[config.mk]
export PLATFORM = sky130hd
export DESIGN_NAME = vec_masku
export DESIGN_NICKNAME = d
export VERILOG_FILES = /design/src/design/vec_pkg.sv /design/src/design/vec_masku.sv
export SDC_FILE = /design/constraint.sdc
export NUM_CORES = 1
export LEC_CHECK = 0
export BUFFER_PORTS_ARGS = -buffer_cell sky130_fd_sc_hd__buf_2
export CAP_MARGIN = 20
export CORE_ASPECT_RATIO = 0.9
export CORE_MARGIN = 2
export CORE_UTILIZATION = 59
export CTS_CLUSTER_DIAMETER = 40
export CTS_CLUSTER_SIZE = 16
export DETAILED_ROUTE_END_ITERATION = 16
export PLACE_DENSITY = 0.91
export SLEW_MARGIN = 40
export SYNTH_ARGS = -nofsm -noshare
export SYNTH_HDL_FRONTEND = slang
export SYNTH_SLANG_ARGS = --single-unit
[constraint.sdc]
create_clock -name clk_i -period 4.88 [get_ports clk_i]
set_input_delay 1.464 -clock clk_i [delete_from_list [all_inputs] [get_ports clk_i]]
set_output_delay 1.464 -clock clk_i [all_outputs]
set_load 0.05 [all_outputs]
[src/design/vec_pkg.sv]
////////////////////////////////////////////////////////////////////////////
// Shared sizes, opcodes and the Wishbone register map of the vector
// coprocessor. Design modules import it inside their bodies.
////////////////////////////////////////////////////////////////////////////

package vec_pkg;

  // One element, also the Wishbone data width
  localparam int unsigned ElemWidth = 32;
  typedef logic [ElemWidth-1:0] elem_t;

  localparam int unsigned NrVRegs      = 8;
  localparam int unsigned VRegIdxWidth = 3;
  typedef logic [VRegIdxWidth-1:0] vreg_idx_t;

  localparam int unsigned WbAddrWidth = 12;
  typedef logic [WbAddrWidth-1:0] wb_addr_t;

  localparam int unsigned OpWidth = 4;
  typedef enum logic [OpWidth-1:0] {
    VADD    = 4'd0,
    VSUB    = 4'd1,
    VAND    = 4'd2,
    VOR     = 4'd3,
    VXOR    = 4'd4,
    VADD_VX = 4'd5,
    VMV_VX  = 4'd6,
    VCPOP   = 4'd7
  } vec_op_e;

  ////////////////////////////////////////////////////////////////////////////
  // Register map (word addresses)
  ////////////////////////////////////////////////////////////////////////////

  localparam wb_addr_t AddrInsn     = 12'd0;
  localparam wb_addr_t AddrScalar   = 12'd1;
  localparam wb_addr_t AddrResult   = 12'd2;
  localparam wb_addr_t AddrStatus   = 12'd3;
  localparam wb_addr_t AddrElemBase = 12'd256;

  // Element window: register in bits 7:5, element index in bits 4:0
  localparam int unsigned ElemIdxWidth = 5;
  localparam int unsigned ElemRegLsb   = ElemIdxWidth;
  localparam int unsigned ElemWinLsb   = ElemRegLsb + VRegIdxWidth;

  // Instruction word fields
  localparam int unsigned InsnOpLsb  = 0;
  localparam int unsigned InsnVdLsb  = 4;
  localparam int unsigned InsnVs1Lsb = 7;
  localparam int unsigned InsnVs2Lsb = 10;

endpackage : vec_pkg

[src/design/vec_masku.sv]
////////////////////////////////////////////////////////////////////////////
// Mask unit. Counts the lane bits of a running vcpop and keeps the
// final count as the scalar result read by the host.
////////////////////////////////////////////////////////////////////////////

module vec_masku #(
  parameter int unsigned NrLanes = 4
) (
  input  logic               clk_i,
  input  logic               arst_n_i,
  // Sequencer
  input  logic               ex_valid_i,
  input  vec_pkg::vec_op_e   ex_op_i,
  input  logic               ex_last_i,
  // Lanes
  input  logic [NrLanes-1:0] lane_bit_i,
  // Dispatcher
  output vec_pkg::elem_t     result_o
);

  import vec_pkg::*;

  logic  active;
  logic  running_q;
  elem_t lane_pop;
  elem_t count_sum;
  elem_t count_q;
  elem_t result_q;

  assign active = ex_valid_i & (ex_op_i == VCPOP);

  // Set bits across the lanes for this slot
  always_comb begin
    lane_pop = '0;
    for (int l = 0; l < NrLanes; l++) begin
      lane_pop = lane_pop + ElemWidth'(lane_bit_i[l]);
    end
  end

  // First slot of a vcpop starts from zero
  assign count_sum = (running_q ? count_q : elem_t'(0)) + lane_pop;

  always_ff @(posedge clk_i or negedge arst_n_i) begin
    if (!arst_n_i) begin
      running_q <= 1'b0;
      count_q   <= '0;
      result_q  <= '0;
    end else if (active) begin
      running_q <= ~ex_last_i;
      count_q   <= count_sum;
      if (ex_last_i) begin
        result_q <= count_sum;
      end
    end
  end

  assign result_o = result_q;

endmodule : vec_masku

# Word-level counts from Yosys, hierarchy flattened
# Index checks and enable logic that the tools add are counted.
dict set report word_totals {
  reg_bits 65
  input_bits 12
  output_inout_bits 32
  elab_cells 12
}
dict set report classes {
  addsub 4
  eq_ne 1
  n_mux 1
  bitwise 2
  n_reduce_logical 1
}
# cell n
set op_table {}
lappend op_table {{$add A32 B4 Y32} 1}
lappend op_table {{$mux W32} 1}
lappend op_table {{$add A3 B1 Y4} 1}
lappend op_table {{$eq A4 B3 Y1 const B} 1}
lappend op_table {{$add A2 B1 Y3} 1}
lappend op_table {{$add A1 B1 Y2} 1}
lappend op_table {{$reduce_and A2 Y1} 1}
lappend op_table {{$and A1 B1 Y1} 1}
lappend op_table {{$not A1 Y1} 1}

# Logic depth before layout (Yosys ltp)
# Gate-level depths: netlist of run 1.
dict set report depth {
  ltp_word 4
  ltp_mapped 12
  mapped_depth_nobuf 9
}

# Worst setup path after synthesis of run 1
# No wires, ideal clock.
dict set report synth_path {
  path_kind {input to register}
  start {input port lane_bit_i[0]}
  end {register count_q[16]}
  setup_time_ps 126
  arrival_time_ps 4282
  slack_ps 471
  path_stages 10
  n_path_buf 1
  path_cell_list {fa_1 > inv_1 > fa_1 > fa_1 > clkbuf_1 > nand3b_1 > nor4_1 > and3_1 > nor2_1 > a221o_1}
}
dict set report synth_between {
  elab_chain_cells 4
}
# item line_no
set synth_rtl {}
lappend synth_rtl {{from (decl)} vec_masku.sv:16} ;# input logic [NrLanes-1:0] lane_bit_i,
lappend synth_rtl {{$add A1 B1 Y2} vec_masku.sv:36} ;# lane_pop = lane_pop + ElemWidth'(lane_bit_i[l]);
lappend synth_rtl {{$add A2 B1 Y3} vec_masku.sv:36}
lappend synth_rtl {{$add A3 B1 Y4} vec_masku.sv:36}
lappend synth_rtl {{$add A32 B4 Y32} vec_masku.sv:41} ;# assign count_sum = (running_q ? count_q : elem_t'(0)) + lane_pop;
lappend synth_rtl {{to (signal assigned)} vec_masku.sv:50} ;# count_q <= count_sum;
lappend synth_rtl {{to (decl)} vec_masku.sv:27} ;# elem_t count_q;
# No other way between the ends.
# A chain may end at the register's enable or synchronous reset.

# Final worst setup path of run 1
dict set report layout_path {
  start {input port lane_bit_i[0]}
  end {register count_q[30]}
}
# Same word-level chain as after synthesis.

==> results of run 1 <==
-- cells in the final DEF (no fill, tap or decap), types with 6 or more instances in the layout --
cell type / count
and3_1: 7
and4_1: 6
buf_2: 42
buf_4: 8
clkbuf_8: 9
dfrtp_1: 65
inv_1: 6
mux2i_1: 17
nand2_1: 83
nand3_1: 16
nand4_1: 14
nor2_1: 27
nor3_1: 12
nor4_1: 6
o21ai_0: 47
xnor2_1: 9
xor2_1: 17
-- cell type report --
class | count | area share [%]
multi-input cells | 327 | 46.9
repair buffers | 50 | 6.37
well taps | 87 | 2.57
clock buffers | 9 | 2.92
flip-flops and latches | 65 | 38.3
inverters | 7 | 0.619
clock inverters | 7 | 2.24
-- power breakdown --
part           internal [mW]  switching (mW)
logic                  0.123           0.319
clock network          0.286           0.218
registers              0.598          0.0508
total                   1.01           0.588
-- cells in the mapped netlist, types with 2 or more instances --
cell type	count
buf_2	6
fa_1	3
and4_1	6
dfrtp_1	65
nor4_2	2
clkbuf_1	19
or4_1	2
or3_1	3
xor2_1	17
a22o_1	3
nand3b_1	2
nand3_1	16
nor3_2	2
nor3b_1	2
o21ai_1	5
nand4_1	14
xnor2_1	9
nand2_1	83
nor4_1	6
and3_1	7
mux2i_1	17
buf_1	5
o2111ai_1	2
and2_1	4
inv_1	6
nor2b_1	2
o31ai_1	4
a21o_1	3
o211ai_1	3
nor2_1	27
o21ai_0	47
nor4_4	2
clkbuf_2	2
nor3_1	12
a21oi_1	5
-- registers in the layout (all words and copies together) (netlist names) --
name,flops
count_q,32
result_o,32
running_q,1
-- through the flow --
stage                     hold WS [ns]  total power, mW  util, %  cell area, µm²
after floorplan                  0.442            0.987        -            3780
after global placement           0.456             1.08     65.4            4020
after detailed placement         0.465             1.10     65.4            4020
after CTS                        0.481             1.60     68.9            4240
after global routing             0.501             1.68     69.0            4240
final                            0.476             1.59     69.0            4240
-- logic make-up after synthesis --
group / after synthesis / share of synthesized area, %
fa+ha+maj: 4 / 1.92
compound gates: 80 / 12.5
simple gates: 199 / 27.4
mux: 18 / 4.79
flops: 65 / 43.0
buf+inv: 40 / 4.43
xor+xnor: 26 / 6.02
-- critical path: stages --
cell and delay [ns]:
buf_2 0.11, fa_1 0.53, inv_1 0.05, fa_1 0.42, fa_1 0.41, and3b_1 0.26, nand4_1 0.26, nor4b_1 0.52
nor2_1 0.07, a211o_1 0.28
-- metal layers --
layer	share of wire, %	routed length [µm]	GRT usage [%]	vias up
li1	-	-	-	1568
met1	44	3790	36.8	1569
met2	47	4000	40.3	148
met3	6.7	575	5.69	19
met4	2.2	186	10.0	0
met5	0	0	0	-
-- worst max path at each step --
stage	startpoint	to
2_1_floorplan	lane_bit_i[0]	count_q[16]
3_3_place_gp	lane_bit_i[0]	count_q[30]
3_5_place_dp	lane_bit_i[0]	count_q[30]
4_1_cts	lane_bit_i[0]	count_q[30]
5_1_grt	lane_bit_i[0]	count_q[30]
6_report	lane_bit_i[0]	count_q[30]
==> results.toml, run 1 <==
[routing]
ant_nets = 0
wl_per_cell_um = 15.5
post-route-drc-count = 0
first_pass_iters = 5
drt_iter0_markers = 347
viasPerCell = 5.99
num_vias = 3304
wirelength_um = 8550

[placed_design]
dp.cells = 536
post-place-ws_ns = 0.405
dp_hpwl_um = 5750
place.gp.congestion = 0.919
io_buffer_count = 43

[timing]
finalSetupTns_ns = 0
fmax_mhz = 241
worst_pin_slew_ns = 0.865
period_minus_slack_ns = 4.14
final_hold_viol_count = 0
fin_ws_ns = 0.738
drv_slew = 0
rsz0062_at_grt = "no"
slew_headroom_pct = 42.2
fin_worst_skew_ns = 0.00935
fin_crit_sh_pct = 84.9
setup_violations = 0

[synthesis]
synth.top_cell.area_share_pct = 43.0
synth_edf_count = 0
async_flop_share_pct = 100
synth_ff_type = "dfrtp_1"
yosysSeqAreaShare_pct = 43.0
synth_warnings = 0
syn_avg_cell_area_um2 = 8.76
ys_seq_elements = 65
synthDistinctLibCells = 54
synth_nets = 448
syn_inst = 432
synth_area_mm2 = 0.00378
synthTopCellsByArea = "dfrtp_1 (43%), nand2_1 (8.2%), o21ai_0 (6.2%), mux2i_1 (4.5%), xor2_1 (3.9%)"
synth_top_area_cell = "dfrtp_1"

[worst_setup_path]
worstPathRequired_ns = 5.12
cp.arrival_ns = 4.38
cp-start-kind = "input port"
r2r_end = "count_q[30]"
critical_path_peak_fanout = 5
reg2reg_depth = 9
end_kind = "flop"
r2r_start = "running_q"
crit_type = "input port to flop"
r2r_slack_ns = 1.62

[pwr]
power.leakage_nw = 1.90
peakVddDrop_v = 0.000153
power.density_mw_per_mm2 = 376

[floorplanning]
initial_utilization_pct = 61.6
die_h_um = 80.0
fp-row-count = 27
pin_count = 44
core_area_mm2 = 0.00615
dieWidth_um = 88.4
die_area_mm2 = 0.00707

[global_route]
grt_pass1_wl_um = 14500
grt_pass1_vias = 3040
grtUsageTotal_pct = 26.4
grt.overflow.total = 0
grt_max_degree = 63
antenna_found_initial = 0

[final_layout]
nets = 476
diodes = 0
seqCellArea_mm2 = 0.00163
final_cells = 552
layout-drive-gt1-share_pct = 17.0
multi_input_area_mm2 = 0.00199
synthToLayoutAreaGrowth_pct = 12.1
fill_cells = 482

[clocking]
cts_inserted_buffers = 9
ctsResizeCount = 0
htreeDepth = 3
cts_tree = "built"
clkSinkCount = 65
ctsHoldBuffers = 0
cts_buffer_depth = 2
path_clk_slew_ns = 0.07
postCtsSetupRepairBufs = 0
insertion_delay_ns = 0.35
root_buffer = "clkbuf_8"

[job]
maxCapViolations = 0

[run_status]
status = "completed"

[worst_hold_path]
hold-path-endpoint = "result_o[11]"
hp-class = "flop to flop"
holdCritStartpoint = "result_o[11]"
holdPathStages = 2
No activity file was read; power rests on OpenSTA's default activity.
==> run 2: changes to the inputs <==
--- a/config.mk
+++ b/config.mk
@@ -9,11 +9,11 @@
 export CAP_MARGIN = 20
 export CORE_ASPECT_RATIO = 0.9
 export CORE_MARGIN = 2
-export CORE_UTILIZATION = 59
+export CORE_UTILIZATION = 53
 export CTS_CLUSTER_DIAMETER = 40
 export CTS_CLUSTER_SIZE = 16
 export DETAILED_ROUTE_END_ITERATION = 16
-export PLACE_DENSITY = 0.91
+export PLACE_DENSITY = 0.86
 export SLEW_MARGIN = 40
 export SYNTH_ARGS = -nofsm -noshare
 export SYNTH_HDL_FRONTEND = slang
==> constraint.sdc (replaced) <==
create_clock -name clk_i -period 3.5 [get_ports clk_i]
set_input_delay 1.05 -clock clk_i [delete_from_list [all_inputs] [get_ports clk_i]]
set_output_delay 1.05 -clock clk_i [all_outputs]
set_load 0.05 [all_outputs]
==> run 2 against run 1 <==
Total power is 38% higher. Register-to-register slack worse by 0.64 ns. Sequential power is 38% higher. Core utilization is 6.4 points lower. Worst setup slack worse by 0.66 ns. First-iteration DRC count is 21% lower. Wire length is 6.3% higher. Hold slack hardly changed. Critical endpoint unchanged. Largest cell class unchanged.
==> results.toml, run 2 (same netlist as run 1, synthesis figures left out) <==
[routing]
num_vias = 3418
ant_nets = 0
post-route-drc-count = 0
drt_iter0_markers = 274
wirelength_um = 9090
wl_per_cell_um = 16.0
viasPerCell = 6.03
first_pass_iters = 5

[final_layout]
synthToLayoutAreaGrowth_pct = 15.1
layout_common_cells = "nand2_1 (83), dfrtp_1 (65), o21ai_0 (47)"
multi_input_area_mm2 = 0.00203
layout-drive-gt1-share_pct = 19.4
nets = 486
fill_cells = 597
fin_util_pct = 62.6
diodes = 0
seqCellArea_mm2 = 0.00163
final_common_cell = "nand2_1"
fin_area_mm2 = 0.00436

[global_route]
grt_pass1_vias = 3195
grt_pass1_wl_um = 15300
grt_max_degree = 63
grtUsageTotal_pct = 24.6
grt.overflow.total = 0
antenna_found_initial = 0

[floorplanning]
pin_count = 44
initial_utilization_pct = 54.3
core_area_mm2 = 0.00697
dieWidth_um = 93.1
die_h_um = 84.2
die_area_mm2 = 0.00783
fp-row-count = 29

[clocking]
cts_tree = "built"
insertion_delay_ns = 0.34
path_clk_slew_ns = 0.07
htreeDepth = 3
cts_buffer_depth = 2
clkSinkCount = 65
ctsHoldBuffers = 0
root_buffer = "clkbuf_8"
cts_inserted_buffers = 9

[timing]
period_minus_slack_ns = 3.42
final_hold_viol_count = 0
fin_ws_ns = 0.0758
rsz0062_at_grt = "no"
worst_pin_slew_ns = 0.658
fin_crit_sh_pct = 97.8
fmax_mhz = 292
setup_violations = 0
slew_headroom_pct = 55.8
fin_worst_skew_ns = 0.0106
finalSetupTns_ns = 0
drv_slew = 0

[placed_design]
post-place-ws_ns = -0.254
dpl_cell_area_mm2 = 0.00415
place.gp.congestion = 0.887
dp_hpwl_um = 6300
io_buffer_count = 43

[pwr]
power.leakage_nw = 1.97
p_total_mw = 2.20
peakVddDrop_v = 0.000352
power.density_mw_per_mm2 = 505

[worst_setup_path]
worstPathRequired_ns = 3.73
critPathMaxStageDelay_ns = 0.54
slowest_stage = "fa_1"
critical_path_peak_fanout = 3
end_kind = "flop"
cp-start-kind = "input port"
cpMostUsedCell = "fa_2"
crit_chain = "buf_2 > fa_1 > inv_1 > fa_2 > fa_2 > and3b_1 > nand4_1 > nor4b_2 > nor2_1 > a211o_1"
crit_type = "input port to flop"
cp.arrival_ns = 3.65

[job]
maxCapViolations = 0

[run_status]
status = "completed"

[worst_hold_path]
hp-class = "flop to flop"
[run 2: worst paths after layout]
check	startpoint	slack, ns	depth (start not counted)	to
worst min register to register	result_o[9]	0.48	2	result_o[9]
worst max register to register	running_q	0.98	8	count_q[30]
max in group asynchronous	arst_n_i	2.18	2	count_q[16]
worst min-delay path	result_o[9]	0.48	2	result_o[9]
min in group asynchronous	arst_n_i	0.59	1	count_q[3]
worst max-delay path	lane_bit_i[0]	0.08	10	count_q[30]
[run 2: cell type report]
type | instances | share of cell area [%]
Clock buffer | 13 | 3.65
Timing Repair Buffer | 60 | 8.24
Tap cell | 93 | 2.67
Sequential cell | 65 | 37.3
Multi-Input combinational cell | 327 | 46.7
Inverter | 7 | 0.603
Clock inverter | 2 | 0.861
[run 2: report_power, final]
part | total (mW) | switching [mW] | internal (mW)
Sequential | 0.897 | 0.0632 | 0.834
Combinational | 0.661 | 0.475 | 0.186
Clock | 0.641 | 0.276 | 0.365
[run 2: what timing repair did]
action                                  4_1_cts  5_1_grt
endpoints found under the hold margin         0        0
setup buffers                                 0        0
endpoints found under the setup margin        0        3
resized for setup                             0        3
[run 2: critical path, delay by kind of cell]
kind / cells / cell delay, ns
AOI/OAI and AO/OA: 1 / 0.27
adders and majority gates: 3 / 1.26
buffers and inverters: 2 / 0.16
and+or+nand+nor: 4 / 0.91
[run 2: metal layers]
| metal | vias up | wire length, µm | global-route usage [%] |
|---|---|---|---|
| met4 | 0 | 161 | 8.42 |
| li1 | 1597 | - | - |
| met5 | - | 0 | 0 |
| met1 | 1655 | 3890 | 32.7 |
| met3 | 25 | 597 | 5.83 |
| met2 | 141 | 4440 | 39.8 |
[run 2: stage by stage]
stage,hold WS (ns),instances
2_1_floorplan,0.442,432
3_3_place_gp,0.456,552
3_5_place_dp,0.465,552
4_1_cts,0.481,567
5_1_grt,0.501,567
6_report,0.475,567
