File: src/design/vec_pkg.sv
////////////////////////////////////////////////////////////////////////////
// Shared sizes, opcodes and the Wishbone register map of the vector
// coprocessor. Design modules import it inside their bodies.
////////////////////////////////////////////////////////////////////////////

package vec_pkg;

  // One element, also the Wishbone data width
  localparam int unsigned ElemWidth = 32;
  typedef logic [ElemWidth-1:0] elem_t;

  localparam int unsigned NrVRegs      = 8;
  localparam int unsigned VRegIdxWidth = 3;
  typedef logic [VRegIdxWidth-1:0] vreg_idx_t;

  localparam int unsigned WbAddrWidth = 12;
  typedef logic [WbAddrWidth-1:0] wb_addr_t;

  localparam int unsigned OpWidth = 4;
  typedef enum logic [OpWidth-1:0] {
    VADD    = 4'd0,
    VSUB    = 4'd1,
    VAND    = 4'd2,
    VOR     = 4'd3,
    VXOR    = 4'd4,
    VADD_VX = 4'd5,
    VMV_VX  = 4'd6,
    VCPOP   = 4'd7
  } vec_op_e;

  ////////////////////////////////////////////////////////////////////////////
  // Register map (word addresses)
  ////////////////////////////////////////////////////////////////////////////

  localparam wb_addr_t AddrInsn     = 12'd0;
  localparam wb_addr_t AddrScalar   = 12'd1;
  localparam wb_addr_t AddrResult   = 12'd2;
  localparam wb_addr_t AddrStatus   = 12'd3;
  localparam wb_addr_t AddrElemBase = 12'd256;

  // Element window: register in bits 7:5, element index in bits 4:0
  localparam int unsigned ElemIdxWidth = 5;
  localparam int unsigned ElemRegLsb   = ElemIdxWidth;
  localparam int unsigned ElemWinLsb   = ElemRegLsb + VRegIdxWidth;

  // Instruction word fields
  localparam int unsigned InsnOpLsb  = 0;
  localparam int unsigned InsnVdLsb  = 4;
  localparam int unsigned InsnVs1Lsb = 7;
  localparam int unsigned InsnVs2Lsb = 10;

endpackage : vec_pkg

File: src/design/vec_sequencer.sv
////////////////////////////////////////////////////////////////////////////
// Steps one issued instruction through the element slots, one slot per
// cycle in every lane at once. Busy while the slots are being walked.
////////////////////////////////////////////////////////////////////////////

module vec_sequencer #(
  parameter  int unsigned ElemsPerLane = 4,
  localparam int unsigned SlotWidth    = (ElemsPerLane > 1) ? $clog2(ElemsPerLane) : 1
) (
  input  logic                 clk_i,
  input  logic                 arst_n_i,
  // Dispatcher
  input  logic                 issue_i,
  input  vec_pkg::vec_op_e     issue_op_i,
  input  vec_pkg::vreg_idx_t   issue_vd_i,
  input  vec_pkg::vreg_idx_t   issue_vs1_i,
  input  vec_pkg::vreg_idx_t   issue_vs2_i,
  output logic                 busy_o,
  // Lanes and mask unit
  output logic                 ex_valid_o,
  output vec_pkg::vec_op_e     ex_op_o,
  output logic [SlotWidth-1:0] ex_slot_o,
  output vec_pkg::vreg_idx_t   ex_vd_o,
  output vec_pkg::vreg_idx_t   ex_vs1_o,
  output vec_pkg::vreg_idx_t   ex_vs2_o,
  output logic                 ex_last_o
);

  import vec_pkg::*;

  typedef enum logic {
    SEQ_IDLE,
    SEQ_RUN
  } seq_state_e;

  localparam logic [SlotWidth-1:0] LastSlot = SlotWidth'(ElemsPerLane - 1);

  seq_state_e           state_q;
  seq_state_e           state_d;
  logic [SlotWidth-1:0] slot_q;
  logic [SlotWidth-1:0] slot_d;

  always_comb begin
    state_d = state_q;
    slot_d  = slot_q;
    case (state_q)
      SEQ_IDLE: begin
        if (issue_i) begin
          state_d = SEQ_RUN;
          slot_d  = '0;
        end
      end
      SEQ_RUN: begin
        if (slot_q == LastSlot) begin
          state_d = SEQ_IDLE;
        end else begin
          slot_d = slot_q + 1'b1;
        end
      end
      default: state_d = SEQ_IDLE;
    endcase
  end

  always_ff @(posedge clk_i or negedge arst_n_i) begin
    if (!arst_n_i) begin
      state_q <= SEQ_IDLE;
      slot_q  <= '0;
    end else begin
      state_q <= state_d;
      slot_q  <= slot_d;
    end
  end

  // Instruction is held for the whole run
  always_ff @(posedge clk_i) begin
    if (state_q == SEQ_IDLE && issue_i) begin
      ex_op_o  <= issue_op_i;
      ex_vd_o  <= issue_vd_i;
      ex_vs1_o <= issue_vs1_i;
      ex_vs2_o <= issue_vs2_i;
    end
  end

  assign busy_o     = (state_q == SEQ_RUN);
  assign ex_valid_o = (state_q == SEQ_RUN);
  assign ex_slot_o  = slot_q;
  assign ex_last_o  = ex_valid_o & (slot_q == LastSlot);

endmodule : vec_sequencer

File: config.mk
export PLATFORM = sky130hd
export DESIGN_NAME = vec_sequencer
export DESIGN_NICKNAME = d
export VERILOG_FILES = /design/src/design/vec_pkg.sv /design/src/design/vec_sequencer.sv
export SDC_FILE = /design/constraint.sdc
export NUM_CORES = 1
export LEC_CHECK = 0
export BUFFER_PORTS_ARGS = -buffer_cell sky130_fd_sc_hd__buf_2
export CAP_MARGIN = 15
export CORE_MARGIN = 5
export CORE_UTILIZATION = 43
export CTS_CLUSTER_DIAMETER = 30
export CTS_CLUSTER_SIZE = 20
export DETAILED_ROUTE_END_ITERATION = 10
export PLACE_DENSITY = 0.81
export REMOVE_ABC_BUFFERS = 1
export SETUP_SLACK_MARGIN = 0.4
export SYNTH_ARGS = -nofsm -noshare
export SYNTH_HDL_FRONTEND = slang
export SYNTH_SLANG_ARGS = --single-unit
File: constraint.sdc
create_clock -name clk_i -period 2.7 [get_ports clk_i]
set_input_delay 0.405 -clock clk_i [delete_from_list [all_inputs] [get_ports clk_i]]
set_output_delay 0.405 -clock clk_i [all_outputs]
set_load 0.01 [all_outputs]
[Yosys cells after proc, flatten, opt, wreduce, memory -nomap -nowiden]
Index checks and enable logic that the tools add are counted.
Widths: inputs -> output; s select.
Cells by class
  add/subtract/negate cells: 1
  equal/unequal tests: 3
  multiplexer cells: 6
  bitwise gates (word level): 2
  reductions and logical operators: 2
Operators by type and width (number)
  $mux 2: 2
  $ne 2x2->1 const B: 2
  $pmux 2 s2: 1
  $add 2x1->2 const B: 1
  $eq 2x2->1 const B: 1
  $mux 1: 2
  $pmux 1 s2: 1
  $reduce_and 2->1: 1
  $and 1x1->1: 1
  $logic_and 1x1->1: 1
  $not 1->1: 1
Word-level totals
  register bits: 16
  input bits: 16
  output and inout bits: 18
  logic and storage cells: 20

[Longest topological paths before layout]
Gate-level depths: netlist of the first run.
  depth after elaboration: 3
  mapped depth: 3
  depth with buffers taken out: 3

[Worst setup path before layout of the first run]
No wires, ideal clock.
  kind: register to register
  from: reg state_q, in the netlist busy_o
  to: reg ex_op_o[0], enable pin
  setup time: 0.386 ns
  data arrival time: 1.150 ns
  data required time: 2.314 ns
  setup slack: 1.164 ns
  cell stages (with the launch flop): 2
  buffers on the path: 0
  clock period less this slack: 1.536 ns
  path through: dfrtp_1 nor2b_1
On the way
  word-level cells in the longest chain between the ends: 2
RTL lines
  from (decl): RTL line vec_sequencer.sv:38  | seq_state_e state_q;
  from (signal assigned): RTL line vec_sequencer.sv:69  | state_q <= state_d;
  $not 1->1
  $logic_and 1x1->1: RTL line vec_sequencer.sv:76  | if (state_q == SEQ_IDLE && issue_i) begin
  to (signal assigned): RTL line vec_sequencer.sv:77  | ex_op_o <= issue_op_i;
  to (decl): RTL line vec_sequencer.sv:21  | output vec_pkg::vec_op_e ex_op_o,
No other way between the ends.
A chain may end at the register's enable or synchronous reset.

[Final worst setup path of the first run]
  from: reg slot_q[0], in the netlist ex_slot_o[0]
  to: out ex_last_o
On the way
  word-level cells in the longest chain between the ends: 2
RTL lines
  from (decl): RTL line vec_sequencer.sv:40  | logic [SlotWidth-1:0] slot_q;
  from (signal assigned): RTL line vec_sequencer.sv:70  | slot_q <= slot_d;
  $eq 2x2->1: RTL line vec_sequencer.sv:87  | assign ex_last_o = ex_valid_o & (slot_q == LastSlot);
  $and 1x1->1: RTL line vec_sequencer.sv:87
  to (decl): RTL line vec_sequencer.sv:26  | output logic ex_last_o
No other way between the ends.

==> results of run 1 <==
[what timing repair did]
action                                 in CTS  in global routing
endpoints found under the hold margin       3                  0
hold buffers                                1                  0
setup endpoints to repair                   0                  0
[report_power, final]
part	switching (uW)	leakage, uW	internal [uW]
Combinational	108	0.000182	109
Clock	62.5	0.0000150	57.2
Sequential	38.1	0.000156	330
[synthesized netlist by cell type]
cell,number,area [sq um]
mux2_1,1,11.26
nor2_1,1,3.750
a21o_1,2,15.01
nor2b_1,1,6.260
and2_2,1,7.510
edfxtp_1,13,390.4
dfrtp_1,3,75.07
buf_4,1,7.510
inv_1,1,3.750
a22o_1,1,8.760
xnor2_1,1,8.760
nor3b_1,1,7.510
ha_1,1,12.51
[area by class of cell]
cell class	instances	area share
Clock buffer	4	0.03376
Inverter	1	0.004823
Multi-Input combinational cell	10	0.1045
Sequential cell	16	0.5981
Tap cell	15	0.02412
Timing Repair Buffer	35	0.2347
[registers in the layout, indices dropped and copies added (netlist names)]
signal and cells:
busy_o 1, ex_slot_o 2, ex_vs2_o 3, ex_vs1_o 3, ex_op_o 4, ex_vd_o 3
[path summary, 6_finish.rpt]
| path | to | slack (ns) |
|---|---|---|
| max in group asynchronous | ex_slot_o[1]$_DFFE_PN0P_ | 2.14 |
| worst min-delay path | ex_op_o[1]$_DFFE_PP_ | 0.30 |
| worst max-delay path | ex_last_o | 1.00 |
| min in group asynchronous | ex_slot_o[0]$_DFFE_PN0P_ | 0.45 |
| worst max register to register | ex_slot_o[1]$_DFFE_PN0P_ | 1.32 |
| worst min register to register | ex_slot_o[1]$_DFFE_PN0P_ | 0.59 |
[metal layers]
metal / vias up / routed length, microns
met3: 0 / 152
met4: 0 / 0
met2: 23 / 515
met5: - / 0
li1: 181 / -
met1: 160 / 408
[metrics by stage]
step / instances / worst slack, ns / power, uW
5_1_grt: 81 / 0.9277 / 757.0
3_3_place_gp: 76 / 1.350 / 582.0
6_report: 81 / 1.004 / 705.5
2_1_floorplan: 27 / 1.124 / 493.1
4_1_cts: 81 / 0.9953 / 719.3
3_5_place_dp: 76 / 1.311 / 594.5
[worst max-delay path, stage by stage, from the launching register on]
cell and delay (ns):
dfrtp_1 0.43, ha_1 0.27, and2_2 0.19, buf_2 0.13
[kinds of logic (layout without fill, tap and decap cells)]
kind of cell,Yosys count,in the layout,synth area share
AOI/OAI and AO/OA,3,3,0.04260
xor gates and xnor gates,1,1,0.01570
adders and majority gates,1,1,0.02242
buffers and inverters,2,40,0.02018
DFF,16,16,0.8341
muxes,1,1,0.02018
and+or+nand+nor,4,4,0.04485
==> qor.csv, run 1 <==
stage,metric,value,unit
status,outcome,"finished, final reports clean",
die,io pins,34,
die,Starting Density,0.4398,
routing,drc violations,0,
pwr,pwr dens,906.5,nW/um^2
synthesis,"Seq/Total Area, Yosys",0.8341,
setup_path,cells on worst reg2reg path,3,
job,max-cap check violation count,0,
final_layout,# diodes,0,
routing,First DRT Iteration DRCs,4,
sta,final hold vios,0,
sta,Slew HR,0.8389,
cts,Num Clock Sinks,16,
global_routing,M2 GR Usage,0.1621,
setup_path,Crit Path Class,reg2out,
final_layout,Filler cells,99,
final_layout,Total Nets Final,84,
placed_design,port bufs,33,
setup_path,crit start category,flip-flop,
global_routing,first-pass GRT wire length,1531,microns
final_layout,layout cells sized above 1,0.5758,
sta,slew of the pin with the lowest slew margin,0.2417,ns
cts,clock transition at the registers of the reported paths,0.08,ns
final_layout,final standard cell area without fillers,778.2,sq um
final_layout,"commonest non-fill, non-tap cell in the layout",buf_2,
die,Die Area,2118,sq um
cts,CTS tree,yes,
setup_path,crit path DAT,1.29,ns
global_routing,Most Crowded Layer GR,met2,
synthesis,Post-Syn Area per Cell,19.93,sq um
global_routing,GRT Residual Overflow,0,
pwr,Lkg Pwr,0.0003536,uW
global_routing,largest net degree at the start of global routing,15,
placed_design,Post-DP HPWL,885.2,microns
final_layout,multi-input logic area,81.33,sq um
setup_path,worst r2r src,ex_slot_o[0]$_DFFE_PN0P_,
setup_path,crit end category,output pin,
setup_path,"Req. time, crit path",2.30,ns
die,Placeable Area,1269,sq um
worst_hold_path,Hold Path Depth,1,
die,Die W,46.03,microns
global_routing,met3 Track Usage GR,0.04743,
synthesis,Syn Inst Count,28,
synthesis,"Cell Area, Synth",558.0,sq um
synthesis,Seq cells post-synth,16,
setup_path,crit path from,ex_slot_o[0]$_DFFE_PN0P_,
setup_path,CP max FO,4,
sta,FMAX,589.8,MHz
final_layout,FF/Latch Area,465.4,sq um
routing,DR WL/cell,13.28,microns
cts,total CTS buffers,3,
placed_design,Area after DPL,742.0,sq um
routing,Vias,364,
synthesis,Yosys cell types,13,
sta,hold slack,0.3025,ns
global_routing,met1 Use GR,0.1414,
cts,setup bufs post-CTS,0,
global_routing,initial antenna violation count,0,
sta,setup_tns,0,ns
cts,Worst-Skew Late Latency,0.27,ns
pwr,worst vdd ir,528.7,uV
global_routing,GRT Total Usage,0.1134,
cts,CTS root buf,clkbuf_4,
sta,min cycle time layout,1.696,ns
cts,Clock Tree Buf Depth,2,
synthesis,Synth warnings,0,
sta,RSZ-0062 raised after global routing,false,
sta,count of final max-slew check failures,0,
sta,fin crit share,0.6280,
worst_hold_path,hold path start,issue_op_i[1],
die,Die Y,46.03,microns
routing,Pre-Repair DR Iteration Count,4,
cts,H-tree depth,1,
placed_design,gpl congestion,0.7447,
sta,# setup viols final,0,
global_routing,vias in the first global route,315,
die,row cnt,13,
routing,post-route ant nets,0,
routing,Vias/cell,4.494,
cts,PostCTS Resize Cnt,0,
worst_hold_path,min-delay worst type,in2reg,
routing,Total Wirelength,1076,microns
final_layout,"commonest cells after routing, fill and taps aside","33 x buf_2, 13 x edfxtp_1, 3 x dfrtp_1, 3 x clkbuf_4, 2 x a21o_1",
sta,skew final,0.003668,ns
final_layout,final core area utilization,0.6134,
final_layout,area grow syn2layout,39.46,%
Power figures use the tool's default switching activity.
==> inputs of run 2 (changes only) <==
ABC_AREA = 1   (was default)
CORE_UTILIZATION = 39   (was 43)
PLACE_DENSITY = 0.75   (was 0.81)
clock period = 1.65 ns   (was 2.7 ns; I/O delays follow)
==> qor.csv, run 2 <==
stage,metric,value,unit,change
final_layout,most flop-heavy register,ex_op_o,,unchanged
synthesis,Yosys cell types,10,,was 13
placed_design,pre-CTS WS,0.3304,ns,was 1.311 ns
die,Die W,47.49,microns,was 46.03 microns
placed_design,Post-DP HPWL,941.7,microns,was 885.2 microns
die,Die Y,47.49,microns,was 46.03 microns
cts,total CTS buffers,3,,unchanged
synthesis,Compound-Gate Fraction of Synth Area,0,,was 0.04260
synthesis,commonest cells in the netlist,"13 x edfxtp_1, 5 x nand2_1, 3 x dfrtp_1, 3 x inv_1, 3 x nand3_1",,"was 13 x edfxtp_1, 3 x dfrtp_1, 2 x a21o_1"
final_layout,Total Nets Final,91,,was 84
synthesis,Synth warnings,0,,unchanged
synthesis,Synth Area in XOR/XNOR,0,,was 0.01570
final_layout,area grow syn2layout,45.43,%,was 39.46%
cts,CTS tree,yes,,unchanged
final_layout,layout cells sized above 1,0.6027,,was 0.5758
synthesis,simple-gate share of the synthesized area,0.08676,,was 0.04484
synthesis,largest family of logic cells by synthesized area,simple AND/OR/NAND/NOR gates,,unchanged
pwr,Clock power frac,0.167,,was 0.170
global_routing,GRT Residual Overflow,0,,unchanged
synthesis,"top cells by area, synth","edfxtp_1 71%, dfrtp_1 14%, nand2_1 3.4%",,"was edfxtp_1 70%, dfrtp_1 13%, a21o_1 2.7%"
sta,setup_tns,0,ns,unchanged
sta,# setup viols final,0,,unchanged
synthesis,Post-synth EDFFs,13,,unchanged
die,io pins,34,,unchanged
pwr,Combinational Power Share,0.342,,was 0.309
routing,Vias/cell,4.659,,was 4.494
placed_design,Area after DPL,724.4,sq um,was 742.0 sq um
sta,Slew HR,0.8495,,was 0.8389
global_routing,first-pass GRT wire length,1752,microns,was 1531 microns
final_layout,"commonest non-fill, non-tap cell in the layout",buf_2,,unchanged
synthesis,dominant synthesized flop cell,edfxtp_1,,unchanged
global_routing,GRT Total Usage,0.1222,,was 0.1134
status,outcome,"finished, final reports clean",,unchanged
job,max-cap check violation count,0,,unchanged
pwr,Sw Ratio,0.3270,,was 0.2961
pwr,Int Pwr,808.5,uW,was 496.6 uW
routing,drc violations,0,,unchanged
final_layout,# diodes,0,,unchanged
global_routing,initial antenna violation count,0,,unchanged
setup_path,CP max FO,2,,was 4
pwr,NetSw,392.9,uW,was 208.9 uW
placed_design,Cells after DPL,79,,was 76
sta,Final WS setup,0.3272,ns,was 1.004 ns
sta,min cycle time layout,1.323,ns,
synthesis,"area leader, netlist",edfxtp_1,,unchanged
routing,Total Wirelength,1314,microns,was 1076 microns
setup_path,"Req. time, crit path",1.40,ns,was 2.30 ns
synthesis,Async SR Flop Fraction,0.1875,,unchanged
die,Starting Density,0.4160,,was 0.4398
sta,count of final max-slew check failures,0,,unchanged
placed_design,gpl congestion,0.7678,,was 0.7447
sta,skew final,0.006868,ns,was 0.003668 ns
final_layout,"commonest cells after routing, fill and taps aside","33 x buf_2, 13 x edfxtp_1, 5 x nand2_1",,"was 33 x buf_2, 13 x edfxtp_1, 3 x dfrtp_1, 3 x clkbuf_4, 2 x a21o_1"
final_layout,Filler cells,101,,was 99
pwr,worst vdd ir,915.7,uV,was 528.7 uV
synthesis,Seq cells post-synth,16,,unchanged
final_layout,Non-Filler Instances,88,,was 81
setup_path,crit start category,flip-flop,,unchanged
cts,Worst-Skew Late Latency,0.28,ns,was 0.27 ns
final_layout,max reg flops,4,,unchanged
cts,Clock Tree Buf Depth,2,,unchanged
setup_path,crit path DAT,1.08,ns,was 1.29 ns
placed_design,port bufs,33,,unchanged
synthesis,Adder-Cell Fraction of Synth Area,0.02283,,was 0.02242
setup_path,Crit Path Class,reg2out,,unchanged
routing,DR WL/cell,14.93,microns,was 13.28 microns
cts,CTS root buf,clkbuf_4,,unchanged
routing,Vias,410,,was 364
routing,post-route ant nets,0,,unchanged
cts,Num Clock Sinks,16,,unchanged
routing,Pre-Repair DR Iteration Count,4,,unchanged
setup_path,crit end category,output pin,,unchanged
synthesis,Syn Inst Count,32,,was 28
routing,First DRT Iteration DRCs,4,,unchanged
die,Die Area,2255,sq um,was 2118 sq um
sta,slew of the pin with the lowest slew margin,0.2258,ns,was 0.2417 ns
pwr,pwr dens,1507,nW/um^2,was 906.5 nW/um^2
sta,RSZ-0062 raised after global routing,true,,was false
global_routing,largest net degree at the start of global routing,14,,was 15
worst_hold_path,min-delay worst type,in2reg,,unchanged
synthesis,multiplexer share of the synthesized area,0,,was 0.02018
synthesis,"count leader, synth",edfxtp_1,,unchanged
sta,final hold vios,0,,unchanged
pwr,Lkg Pwr,0.0003725,uW,was 0.0003536 uW
global_routing,vias in the first global route,400,,was 315
die,row cnt,13,,unchanged
cts,H-tree depth,1,,unchanged
sta,FMAX,756.0,MHz,
die,Placeable Area,1318,sq um,was 1269 sq um
final_layout,final standard cell area without fillers,797.0,sq um,was 778.2 sq um
synthesis,"Seq/Total Area, Yosys",0.8493,,was 0.8341
synthesis,"Cell Area, Synth",548.0,sq um,was 558.0 sq um
pwr,Sequential Power Share,0.491,,was 0.522
sta,fin crit share,0.8017,,
cts,clock transition at the registers of the reported paths,0.09,ns,was 0.08 ns
synthesis,Post-Syn Area per Cell,17.13,sq um,was 19.93 sq um
synthesis,Synth top area share,0.7123,,was 0.6996
==> run 2: cell count changes after synthesis, sizes merged, moves of 2 or more <==
| cell | change |
|---|---|
| nand2 | +6 |
| inv | +3 |
| nand3 | +3 |
| a21o | -2 |
==> run 2: worst max-delay path, stage by stage, from the launching register on <==
cell and delay, ns:
dfrtp_1 0.39, ha_2 0.19, nand2_1 0.05, inv_1 0.04, buf_2 0.13
==> run 2: per-layer routing <==
metal,wire length (microns),vias up,track usage
met3,162,4,0.04887
li1,-,193,-
met1,449,190,0.1278
met2,669,23,0.1898
met5,0,-,0
met4,32,0,0.1050
==> run 2: cell families (layout without fill, tap and decap cells) <==
| group | count (synthesis) | in the layout |
|---|---|---|
| buf+inv | 5 | 46 |
| fa+ha+maj | 1 | 1 |
| flops | 16 | 16 |
| simple gates | 10 | 10 |
==> run 2: cell type report <==
cell class                 count  area [sq um]  area share
timing repair inverter         1         7.507    0.009419
timing repair buffer          37         197.7      0.2480
multi-input combinational     11         62.56     0.07849
sequential                    16         465.4      0.5840
clock buffer                   3         22.52     0.02826
tap                           15         18.77     0.02355
clock inverter                 1         3.754    0.004710
inverter                       4         18.77     0.02355
==> run 2: what timing repair did <==
| action | in CTS | in global routing |
|---|---|---|
| hold endpoints to repair | 3 | 0 |
| endpoints found under the setup margin | 14 | 14 |
| gates cloned | 0 | 1 |
| hold buffers | 1 | 0 |
| pin swaps | 1 | 1 |
| setup buffers | 3 | 0 |
| gates resized for setup | 2 | 1 |
==> run 2: worst paths after layout <==
path | slack (ns) | cells past startpoint | start | end
max | 0.33 | 4 | ex_slot_o[0]$_DFFE_PN0P_ | ex_last_o
min in group asynchronous | 0.33 | 2 | arst_n_i | ex_slot_o[1]$_DFFE_PN0P_
min reg2reg | 0.64 | 3 | ex_slot_o[1]$_DFFE_PN0P_ | ex_slot_o[1]$_DFFE_PN0P_
max in group asynchronous | 1.22 | 2 | arst_n_i | busy_o$_DFF_PN0_
max reg2reg | 0.49 | 6 | ex_slot_o[0]$_DFFE_PN0P_ | ex_slot_o[0]$_DFFE_PN0P_
min | 0.13 | 1 | issue_vs1_i[0] | ex_vs1_o[0]$_DFFE_PP_
==> run 2: metrics by stage <==
stage                       util  total power (uW)  hold WS [ns]
final                     0.6049              1201        0.1330
after global routing      0.6049              1282        0.1101
after CTS                 0.5992              1201        0.1232
after detailed placement  0.5499             940.4       0.04528
after global placement    0.5499             928.6       0.04403
after floorplan                -             785.5      -0.04809
==> run 2: power groups by stage <==
stage,registers (uW),clock network (uW),logic [uW]
6_report,590,201,410
4_1_cts,589,210,401
3_3_place_gp,599,0,330
2_1_floorplan,652,0,134
3_5_place_dp,604,0,336
5_1_grt,596,232,454
